--- config.mk ---
export PLATFORM = sky130hd
export DESIGN_NAME = tlp_tunnel_top
export DESIGN_NICKNAME = d
export VERILOG_FILES = /design/src/rtl/tlp_pkg.sv /design/src/rtl/tunnel_pkg.sv /design/src/rtl/rx_beat_if.sv /design/src/rtl/tlp_hdr_rewrite.sv /design/src/rtl/tlp_snoop_ctrl.sv /design/src/rtl/tlp_tunnel_top.sv /design/src/rtl/tunnel_fifo.sv /design/src/rtl/tunnel_regs.sv
export SDC_FILE = /design/constraint.sdc
export NUM_CORES = 2
export LEC_CHECK = 0
export BUFFER_PORTS_ARGS = -buffer_cell sky130_fd_sc_hd__buf_2
export CELL_PAD_IN_SITES_DETAIL_PLACEMENT = 1
export CELL_PAD_IN_SITES_GLOBAL_PLACEMENT = 1
export CORE_UTILIZATION = 40
export DETAILED_ROUTE_END_ITERATION = 8
export HOLD_SLACK_MARGIN = 0.02
export PLACE_DENSITY = 0.67
export SYNTH_ARGS = -nofsm -noshare
export SYNTH_HDL_FRONTEND = slang
export SYNTH_SLANG_ARGS = --single-unit
--- constraint.sdc ---
create_clock -name clk -period 10.9 [get_ports clk]
set_input_delay 2.18 -clock clk [delete_from_list [all_inputs] [get_ports clk]]
set_output_delay 2.18 -clock clk [all_outputs]
set_load 0.01 [all_outputs]
--- src/rtl/tlp_pkg.sv ---
package tlp_pkg;

	// header field types
	typedef logic [1:0]  tlp_fmt_t;
	typedef logic [4:0]  tlp_type_t;
	typedef logic [15:0] tlp_id_t;

	// completion with data
	localparam tlp_type_t tlp_type_cpl_d = 5'b01010;

	// type[4:1] of MRd / MWr, fmt tells 3dw or 4dw
	localparam logic [3:0] tlp_type_mem_prefix = 4'b0000;

	// first beat of a request
	// dw1 in the upper half, dw0 in the lower half
	typedef struct packed {
		tlp_id_t    req_id;
		logic [7:0] tag;
		logic [3:0] last_be;
		logic [3:0] first_be;
		logic       rsvd0;
		tlp_fmt_t   fmt;
		tlp_type_t  typ;
		logic [13:0] attr_misc;
		logic [9:0] length;
	} req_hdr0_t;

	// first beat of a completion
	typedef struct packed {
		tlp_id_t     cpl_id;
		logic [2:0]  status;
		logic        bcm;
		logic [11:0] byte_count;
		logic        rsvd0;
		tlp_fmt_t    fmt;
		tlp_type_t   typ;
		logic [13:0] attr_misc;
		logic [9:0]  length;
	} cpl_hdr0_t;

	// fmt and type sit at the same bits in both views
	typedef union packed {
		req_hdr0_t req;
		cpl_hdr0_t cpl;
	} tlp_hdr0_u;

endpackage

--- src/rtl/tunnel_pkg.sv ---
package tunnel_pkg;

	// rx stream widths
	localparam int data_w = 64;
	localparam int keep_w = 8;

	// sideband byte at the top of every tunnel word
	typedef struct packed {
		logic [3:0] tag;
		logic       keep4;
		logic       keep0;
		logic       last;
		logic       valid;
	} tunnel_sb_t;

	localparam logic [3:0] sb_tag = 4'hA;

	typedef struct packed {
		tunnel_sb_t         sb;
		logic [data_w-1:0]  data;
	} tunnel_word_t;

	typedef enum logic [1:0] {
		beat_hdr0    = 2'd0,
		beat_hdr1    = 2'd1,
		beat_payload = 2'd2
	} beat_kind_e;

	// wishbone word addresses
	typedef enum logic [1:0] {
		reg_ctrl      = 2'd0,
		reg_paddr_lo  = 2'd1,
		reg_paddr_hi  = 2'd2,
		reg_fwd_count = 2'd3
	} reg_addr_e;

endpackage

--- src/rtl/rx_beat_if.sv ---
`timescale 1ns/1ps

// one AXIS beat from the PCIe core, ready travels separately
interface rx_beat_if;
	import tunnel_pkg::*;

	logic [data_w-1:0] data;
	logic [keep_w-1:0] keep;
	logic              last;
	logic              valid;

	modport source (
		output data, keep, last, valid
	);

	modport sink (
		input data, keep, last, valid
	);

endinterface

--- src/rtl/tlp_hdr_rewrite.sv ---
`timescale 1ns/1ps

module tlp_hdr_rewrite (
	input  logic                     clk,
	input  logic                     sys_rst,
	rx_beat_if.sink                  rx,
	input  logic                     emit,
	input  tunnel_pkg::beat_kind_e   beat_kind,
	input  logic                     hdr_is_cpl,
	input  logic                     hdr_is_mem,
	input  logic                     hdr_addr64,
	input  logic [47:12]             paddr,
	output tunnel_pkg::tunnel_word_t wr_word,
	output logic                     wr_en
);
	import tlp_pkg::*;
	import tunnel_pkg::*;

	tlp_hdr0_u         hdr0;
	logic [data_w-1:0] hdr1;
	logic [data_w-1:0] next_data;
	tunnel_sb_t        sb;

	// requests get the top requester id nibble flipped
	always_comb begin
		hdr0 = rx.data;
		if (!hdr_is_cpl)
			hdr0.req.req_id[15:12] = ~hdr0.req.req_id[15:12];
	end

	// address into the host window, or the completion's requester id
	always_comb begin
		hdr1 = rx.data;
		if (hdr_is_mem && !hdr_addr64)
			hdr1[31:20] = paddr[31:20];
		else if (hdr_is_mem)
			hdr1 = {paddr[31:20], rx.data[19:0], 16'h0000, paddr[47:32]};
		else if (hdr_is_cpl)
			hdr1[31:28] = ~rx.data[31:28];
	end

	always_comb begin
		case (beat_kind)
			beat_hdr0: next_data = hdr0;
			beat_hdr1: next_data = hdr1;
			default:   next_data = rx.data;
		endcase
	end

	assign sb.tag   = sb_tag;
	assign sb.keep4 = rx.keep[4];
	assign sb.keep0 = rx.keep[0];
	assign sb.last  = rx.last;
	assign sb.valid = rx.valid;

	always_ff @(posedge clk) begin
		if (sys_rst)
			wr_en <= 1'b0;
		else
			wr_en <= emit;
	end

	always_ff @(posedge clk) begin
		if (emit)
			wr_word <= {sb, next_data};
	end

endmodule

--- src/rtl/tlp_snoop_ctrl.sv ---
`timescale 1ns/1ps

module tlp_snoop_ctrl (
	input  logic                   clk,
	input  logic                   sys_rst,
	rx_beat_if.sink                rx,
	input  logic                   bar_hit,
	input  logic                   en_bar,
	input  logic                   en_cpl,
	input  logic                   almost_full,
	output logic                   ready,
	output logic                   emit,
	output tunnel_pkg::beat_kind_e beat_kind,
	output logic                   hdr_is_cpl,
	output logic                   hdr_is_mem,
	output logic                   hdr_addr64,
	output logic                   tlp_start
);
	import tlp_pkg::*;
	import tunnel_pkg::*;

	typedef enum logic [3:0] {
		st_idle    = 4'b0001,
		st_hdr1    = 4'b0010,
		st_payload = 4'b0100,
		st_skip    = 4'b1000
	} state_e;

	state_e    state;
	tlp_hdr0_u hdr0;
	logic      accept;
	logic      take;
	logic      cur_cpl, cur_mem, cur_addr64;
	logic      lat_cpl, lat_mem, lat_addr64;

	// decode the beat as a first header beat
	assign hdr0       = rx.data;
	assign cur_cpl    = hdr0.cpl.typ == tlp_type_cpl_d;
	assign cur_mem    = hdr0.req.typ[4:1] == tlp_type_mem_prefix;
	assign cur_addr64 = hdr0.req.fmt[0];

	assign accept    = rx.valid && ready;
	assign take      = (bar_hit && en_bar) || (cur_cpl && en_cpl);
	assign tlp_start = accept && (state == st_idle) && take;

	always_comb begin
		case (state)
			st_idle:    emit = tlp_start;
			st_hdr1:    emit = accept;
			st_payload: emit = accept;
			default:    emit = 1'b0;
		endcase
	end

	always_comb begin
		case (state)
			st_idle: beat_kind = beat_hdr0;
			st_hdr1: beat_kind = beat_hdr1;
			default: beat_kind = beat_payload;
		endcase
	end

	// live decode on the first beat, latched flags after it
	assign hdr_is_cpl = (state == st_idle) ? cur_cpl : lat_cpl;
	assign hdr_is_mem = (state == st_idle) ? cur_mem : lat_mem;
	assign hdr_addr64 = (state == st_idle) ? cur_addr64 : lat_addr64;

	always_ff @(posedge clk) begin
		if (sys_rst) begin
			state      <= st_idle;
			ready      <= 1'b0;
			lat_cpl    <= 1'b0;
			lat_mem    <= 1'b0;
			lat_addr64 <= 1'b0;
		end else begin
			ready <= !almost_full;
			if (accept) begin
				case (state)
					st_idle: begin
						if (take) begin
							lat_cpl    <= cur_cpl;
							lat_mem    <= cur_mem;
							lat_addr64 <= cur_addr64;
							state      <= rx.last ? st_idle : st_hdr1;
						end else if (!rx.last) begin
							state <= st_skip;
						end
					end
					st_hdr1:
						state <= rx.last ? st_idle : st_payload;
					default:
						if (rx.last)
							state <= st_idle;
				endcase
			end
		end
	end

	a_state_onehot: assert property (@(posedge clk) disable iff (sys_rst)
		$onehot(state));

endmodule

--- src/rtl/tlp_tunnel_top.sv ---
`timescale 1ns/1ps

module tlp_tunnel_top #(
	parameter int fifo_depth_log2 = 5
) (
	input  logic                     clk,
	input  logic                     sys_rst,
	input  logic [63:0]              rx_tdata,
	input  logic [7:0]               rx_tkeep,
	input  logic                     rx_tlast,
	input  logic                     rx_tvalid,
	output logic                     rx_tready,
	input  logic [21:0]              rx_tuser,
	input  logic                     wb_cyc,
	input  logic                     wb_stb,
	input  logic                     wb_we,
	input  logic [3:2]               wb_adr,
	input  logic [31:0]              wb_dat_w,
	output logic [31:0]              wb_dat_r,
	output logic                     wb_ack,
	input  logic                     fifo_rd_en,
	output tunnel_pkg::tunnel_word_t fifo_dout,
	output logic                     fifo_empty
);
	import tunnel_pkg::*;

	rx_beat_if rx ();

	logic         bar_hit;
	logic         en_bar, en_cpl;
	logic         almost_full;
	logic         emit;
	beat_kind_e   beat_kind;
	logic         hdr_is_cpl, hdr_is_mem, hdr_addr64;
	logic         tlp_start;
	logic [47:12] paddr;
	tunnel_word_t wr_word;
	logic         wr_en;

	assign rx.data  = rx_tdata;
	assign rx.keep  = rx_tkeep;
	assign rx.last  = rx_tlast;
	assign rx.valid = rx_tvalid;

	// bar2 hit flag from the core's tuser
	assign bar_hit = rx_tuser[4];

	tlp_snoop_ctrl u_ctrl (
		.clk(clk), .sys_rst(sys_rst), .rx(rx), .bar_hit(bar_hit),
		.en_bar(en_bar), .en_cpl(en_cpl), .almost_full(almost_full),
		.ready(rx_tready), .emit(emit), .beat_kind(beat_kind),
		.hdr_is_cpl(hdr_is_cpl), .hdr_is_mem(hdr_is_mem),
		.hdr_addr64(hdr_addr64), .tlp_start(tlp_start)
	);

	tlp_hdr_rewrite u_rewrite (
		.clk(clk), .sys_rst(sys_rst), .rx(rx), .emit(emit), .beat_kind(beat_kind),
		.hdr_is_cpl(hdr_is_cpl), .hdr_is_mem(hdr_is_mem), .hdr_addr64(hdr_addr64),
		.paddr(paddr), .wr_word(wr_word), .wr_en(wr_en)
	);

	tunnel_regs u_regs (
		.clk(clk), .sys_rst(sys_rst), .wb_cyc(wb_cyc), .wb_stb(wb_stb),
		.wb_we(wb_we), .wb_adr(wb_adr), .wb_dat_w(wb_dat_w), .wb_dat_r(wb_dat_r),
		.wb_ack(wb_ack), .tlp_start(tlp_start), .en_bar(en_bar), .en_cpl(en_cpl),
		.paddr(paddr)
	);

	tunnel_fifo #(
		.fifo_depth_log2(fifo_depth_log2)
	) u_fifo (
		.clk(clk), .sys_rst(sys_rst), .wr_word(wr_word), .wr_en(wr_en),
		.rd_en(fifo_rd_en), .dout(fifo_dout), .empty(fifo_empty),
		.almost_full(almost_full)
	);

endmodule

--- src/rtl/tunnel_fifo.sv ---
`timescale 1ns/1ps

module tunnel_fifo #(
	parameter int fifo_depth_log2 = 5
) (
	input  logic                     clk,
	input  logic                     sys_rst,
	input  tunnel_pkg::tunnel_word_t wr_word,
	input  logic                     wr_en,
	input  logic                     rd_en,
	output tunnel_pkg::tunnel_word_t dout,
	output logic                     empty,
	output logic                     almost_full
);
	import tunnel_pkg::*;

	localparam int depth = 1 << fifo_depth_log2;

	tunnel_word_t               mem [depth];
	logic [fifo_depth_log2-1:0] wr_ptr;
	logic [fifo_depth_log2-1:0] rd_ptr;
	logic [fifo_depth_log2:0]   count;
	logic                       full;
	logic                       do_rd;

	assign full  = count == depth;
	assign empty = count == 0;
	// fewer than 3 free entries
	assign almost_full = count > depth - 3;

	assign do_rd = rd_en && !empty;

	// show-ahead, head word always on dout
	assign dout = mem[rd_ptr];

	always_ff @(posedge clk) begin
		if (wr_en)
			mem[wr_ptr] <= wr_word;
	end

	always_ff @(posedge clk) begin
		if (sys_rst) begin
			wr_ptr <= '0;
			rd_ptr <= '0;
			count  <= '0;
		end else begin
			if (wr_en)
				wr_ptr <= wr_ptr + 1'b1;
			if (do_rd)
				rd_ptr <= rd_ptr + 1'b1;
			case ({wr_en, do_rd})
				2'b10:   count <= count + 1'b1;
				2'b01:   count <= count - 1'b1;
				default: ;
			endcase
		end
	end

	// back-pressure upstream must keep writes away from a full array
	a_no_overflow: assert property (@(posedge clk) disable iff (sys_rst)
		wr_en |-> !full);

	// a pop always finds a word between the pointers
	a_no_underflow: assert property (@(posedge clk) disable iff (sys_rst)
		do_rd |-> (full || wr_ptr != rd_ptr));

endmodule

--- src/rtl/tunnel_regs.sv ---
`timescale 1ns/1ps

module tunnel_regs (
	input  logic         clk,
	input  logic         sys_rst,
	input  logic         wb_cyc,
	input  logic         wb_stb,
	input  logic         wb_we,
	input  logic [3:2]   wb_adr,
	input  logic [31:0]  wb_dat_w,
	output logic [31:0]  wb_dat_r,
	output logic         wb_ack,
	input  logic         tlp_start,
	output logic         en_bar,
	output logic         en_cpl,
	output logic [47:12] paddr
);
	import tunnel_pkg::*;

	reg_addr_e   addr;
	logic        wb_req;
	logic [31:0] fwd_count;

	assign addr = reg_addr_e'(wb_adr);

	// new cycle only while no ack is out
	assign wb_req = wb_cyc && wb_stb && !wb_ack;

	always_ff @(posedge clk) begin
		if (sys_rst) begin
			wb_ack    <= 1'b0;
			en_bar    <= 1'b1;
			en_cpl    <= 1'b1;
			paddr     <= '0;
			fwd_count <= '0;
		end else begin
			wb_ack <= wb_req;
			if (wb_req && wb_we) begin
				case (addr)
					reg_ctrl: begin
						en_bar <= wb_dat_w[0];
						en_cpl <= wb_dat_w[1];
					end
					reg_paddr_lo: paddr[31:12] <= wb_dat_w[31:12];
					reg_paddr_hi: paddr[47:32] <= wb_dat_w[15:0];
					default: ;
				endcase
			end
			// wraps at 32 bits
			if (tlp_start)
				fwd_count <= fwd_count + 32'd1;
		end
	end

	always_ff @(posedge clk) begin
		if (wb_req) begin
			case (addr)
				reg_ctrl:     wb_dat_r <= {30'd0, en_cpl, en_bar};
				reg_paddr_lo: wb_dat_r <= {paddr[31:12], 12'h000};
				reg_paddr_hi: wb_dat_r <= {16'h0000, paddr[47:32]};
				default:      wb_dat_r <= fwd_count;
			endcase
		end
	end

	a_ack_in_cycle: assert property (@(posedge clk) disable iff (sys_rst)
		wb_ack |-> (wb_cyc && wb_stb));

endmodule

==> run summary <==
Final WS setup: 3.71 ns
count of cell types in the netlist: 64
GR Util All Layers: 21.7%
Tightest Pin Transition: 1.23 ns
ys async rst share: 0%
share of layout cells above drive strength 1: 28.0%
hold crit path type: reg2reg
Layout Nets: 4567
CP arrival: 5.01 ns
CP max stage delay: 0.89 ns
Mapped Cells: 4110
# hold bufs at CTS: 0
TNS Setup: 0 ns
multi-input logic area: 0.0187 mm2
# DRC: 0
final setup fails: 0
Post-Layout Inst Area: 0.102 mm2
clock period minus worst slack: 7.19 ns
P_int: 0.0154 W
Rows: 173
1st-iter DRT viols: 4681
TritonCTS Buffers: 225
leakage dissipation: 30.8 nW
sequential share of the synthesized area: 78.4%
overall power: 0.0200 W
Fin. Hold Viols: 0
worst path cell trace: buf_4 -> or3_4 -> buf_4 -> o22ai_1 -> nor4_1 -> buf_2
final slew viol count: 0
critical path class: reg2out
Die Y: 476 um
RSZ-0062 raised after global routing: false
Final Skew: 0.0300 ns
Post-CTS Setup Bufs: 0
Area Growth Syn to Fin: 13.7%
worst skew pair latency: 0.88 ns
PostCTS Resize Cnt: 0
Critical Path Start Type: register
Cell Area, Placed: 0.0948 mm2
sequential power share: 50.7%
first-pass GRT wire length: 344000 um
Syn. warnings: 0
TritonCTS clock tree: built
maxcap violations: 0
Max Freq: 139 MHz
CTS clk-pin slew, worst paths: 0.06 ns
initial antenna violation count: 22
Final period util: 66.0%
core area: 0.223 mm2
CP max FO: 47
post-synthesis xor/xnor area fraction: 0.283%
status: completed
Die Wd: 476 um
simple-gate portion of the synthesized area: 2.46%
TritonRoute pass-1 iters: 5
Sw Ratio: 22.9%
dpl ws: 4.44 ns
largest family of logic cells by synthesized area: multiplexers
largest net degree at the start of global routing: 126
vias: 44200
area of the die: 0.226 mm2
Longest Clk Path Bufs: 3
switching pwr: 0.00457 W
Total Wirelength: 247000 um
clk sink count: 2377
multiplexer share of the synthesized area: 14.9%
Port Buffers: 211
Clk network pwr share: 38.8%
VDD IR max: 0.174 mV
global placer's final weighted congestion: 0.778
Worst setup EP type: output port
cell area power density: 196 mW/mm2
Final Util: 45.9%
io pins: 243
worst path required time: 8.72 ns
root buffer cell: clkbuf_16
post-synthesis cell area: 0.0897 mm2
Most common cell on crit path: buf_4
slew margin rel.: 17.5%
Post-Synth Adder-Cell Area: 0.125%
HPWL Detailed: 135000 um
Vias/cell: 5.82
Logic pwr share: 10.5%
H-tree levels: 4
starting density of the core: 40.3%
total grt overflow: 0
Top FF cell, synth: edfxtp_1
synthesized area per cell: 21.8 um2
number of flops mapped to enable cells by yosys: 2276
Routed Antenna Nets: 0
flop and latch count out of synthesis: 2377
vias in the first global route: 46000
post-synthesis compound-gate area fraction: 2.74%
Sequential cell area: 0.0704 mm2
Slowest-stage cell, CP: nor4_1
routed len/inst: 32.5 um
Fill cells: 20400
==> synth_stat cells, drive strengths merged (46+ instances only) <==
cell | n | area, um2
o22ai | 249 | 1560
nor2 | 91 | 349
nor4 | 68 | 440
dfxtp | 101 | 2020
buf | 98 | 468
edfxtp | 2276 | 68300
clkbuf | 134 | 503
mux4 | 536 | 12100
mux2i | 69 | 691
mux2 | 51 | 574
nand2 | 88 | 333
a21oi | 46 | 230
==> path summary, 6_finish.rpt <==
check | start | to | slack, ns | cells after the start
min reg2reg | u_regs.paddr[13]$_SDFFE_PP0P_ | u_regs.paddr[13]$_SDFFE_PP0P_ | 0.46 | 2
max reg2reg | u_fifo.wr_ptr[4]$_SDFFE_PP0P_ | u_fifo.mem[21][50]$_DFFE_PP_ | 6.73 | 5
max | register | fifo_dout[61] | 3.71 | 6
min | u_regs.paddr[13]$_SDFFE_PP0P_ | u_regs.paddr[13]$_SDFFE_PP0P_ | 0.46 | 2
==> logic make-up (layout without fill, tap and decap cells) <==
kind of cell,count (synthesis),in the layout
other,2,11
adders and majority gates,9,9
AOI/OAI and AO/OA,380,380
xor gates and xnor gates,29,29
and+or+nand+nor,417,417
buffers and inverters,240,734
muxes,656,656
DFF,2377,2377
==> area by class of cell <==
cell class              count  share of cell area (%)
diodes                      7                  0.0172
clock buffers             271                    5.76
clock inverters           140                    1.33
inverters                   8                  0.0294
multi-input cells        1495                    18.4
flip-flops and latches   2377                    69.0
well taps                2975                    3.65
repair buffers            315                    1.88
==> stage by stage <==
stage               std cells  hold slack, ns
finish                   7588           0.458
global route             7582           0.478
CTS                      7581           0.457
detailed placement       7170           0.448
global placement         7170           0.447
floorplan                4112           0.436
==> cells in the final DEF (no fill, tap or decap), types with 11 or more instances in the layout <==
cell type  synthesis  routed
a21oi_1           46      46
buf_2             62     210
buf_4              4      99
bufinv_16          0      20
clkbuf_1         134      41
clkbuf_16          0     227
clkinv_1           0      55
clkinv_2           0      40
dfxtp_1          101      98
edfxtp_1        2276    2276
mux2_2            51      51
mux2i_1           69      69
mux4_2           536     536
nand2_1           87      84
nand3_1           19      18
nand4_1           17      17
nor2_1            90      69
nor2_4             1      22
nor2b_1           44      44
nor3_1            30      18
nor3_2             0      12
nor4_1            67      58
o21ai_0           17      15
o22ai_1          249     249
xnor2_1           11      11
xor2_1            18      18
==> worst max-delay path: cells and delay by family (launching register included) <==
family                 cells  cell delay [ns]
flip-flops                 1             0.85
AND/OR/NAND/NOR            2             1.49
buffers and inverters      3             1.61
AO/OA/AOI/OAI              1             0.14
==> per-layer routing <==
metal  share of wire [%]  GRT usage, %
met5               0.064             0
met4                 3.0          6.93
met3                 8.9          5.96
met2                  48          35.1
met1                  40          28.5
==> registers in the layout (all words and copies together), names as in the netlist, 4 cells and up, named ones only <==
name,flops
u_rewrite.wr_word,68
u_regs.fwd_count,32
u_fifo.rd_ptr,5
u_ctrl.state,4
u_regs.wb_dat_r,32
u_regs.paddr,36
u_fifo.wr_ptr,5
u_fifo.mem,2176
u_fifo.count,6
==> power by group through the flow <==
stage               Combinational [W]  Sequential [W]  Clock (W)
finish                        0.00209          0.0101    0.00774
global route                  0.00227          0.0101    0.00814
CTS                           0.00216          0.0101    0.00785
detailed placement            0.00215          0.0103          0
global placement              0.00214          0.0103          0
floorplan                     0.00165          0.0102          0
(Power assumes the default switching activity.)
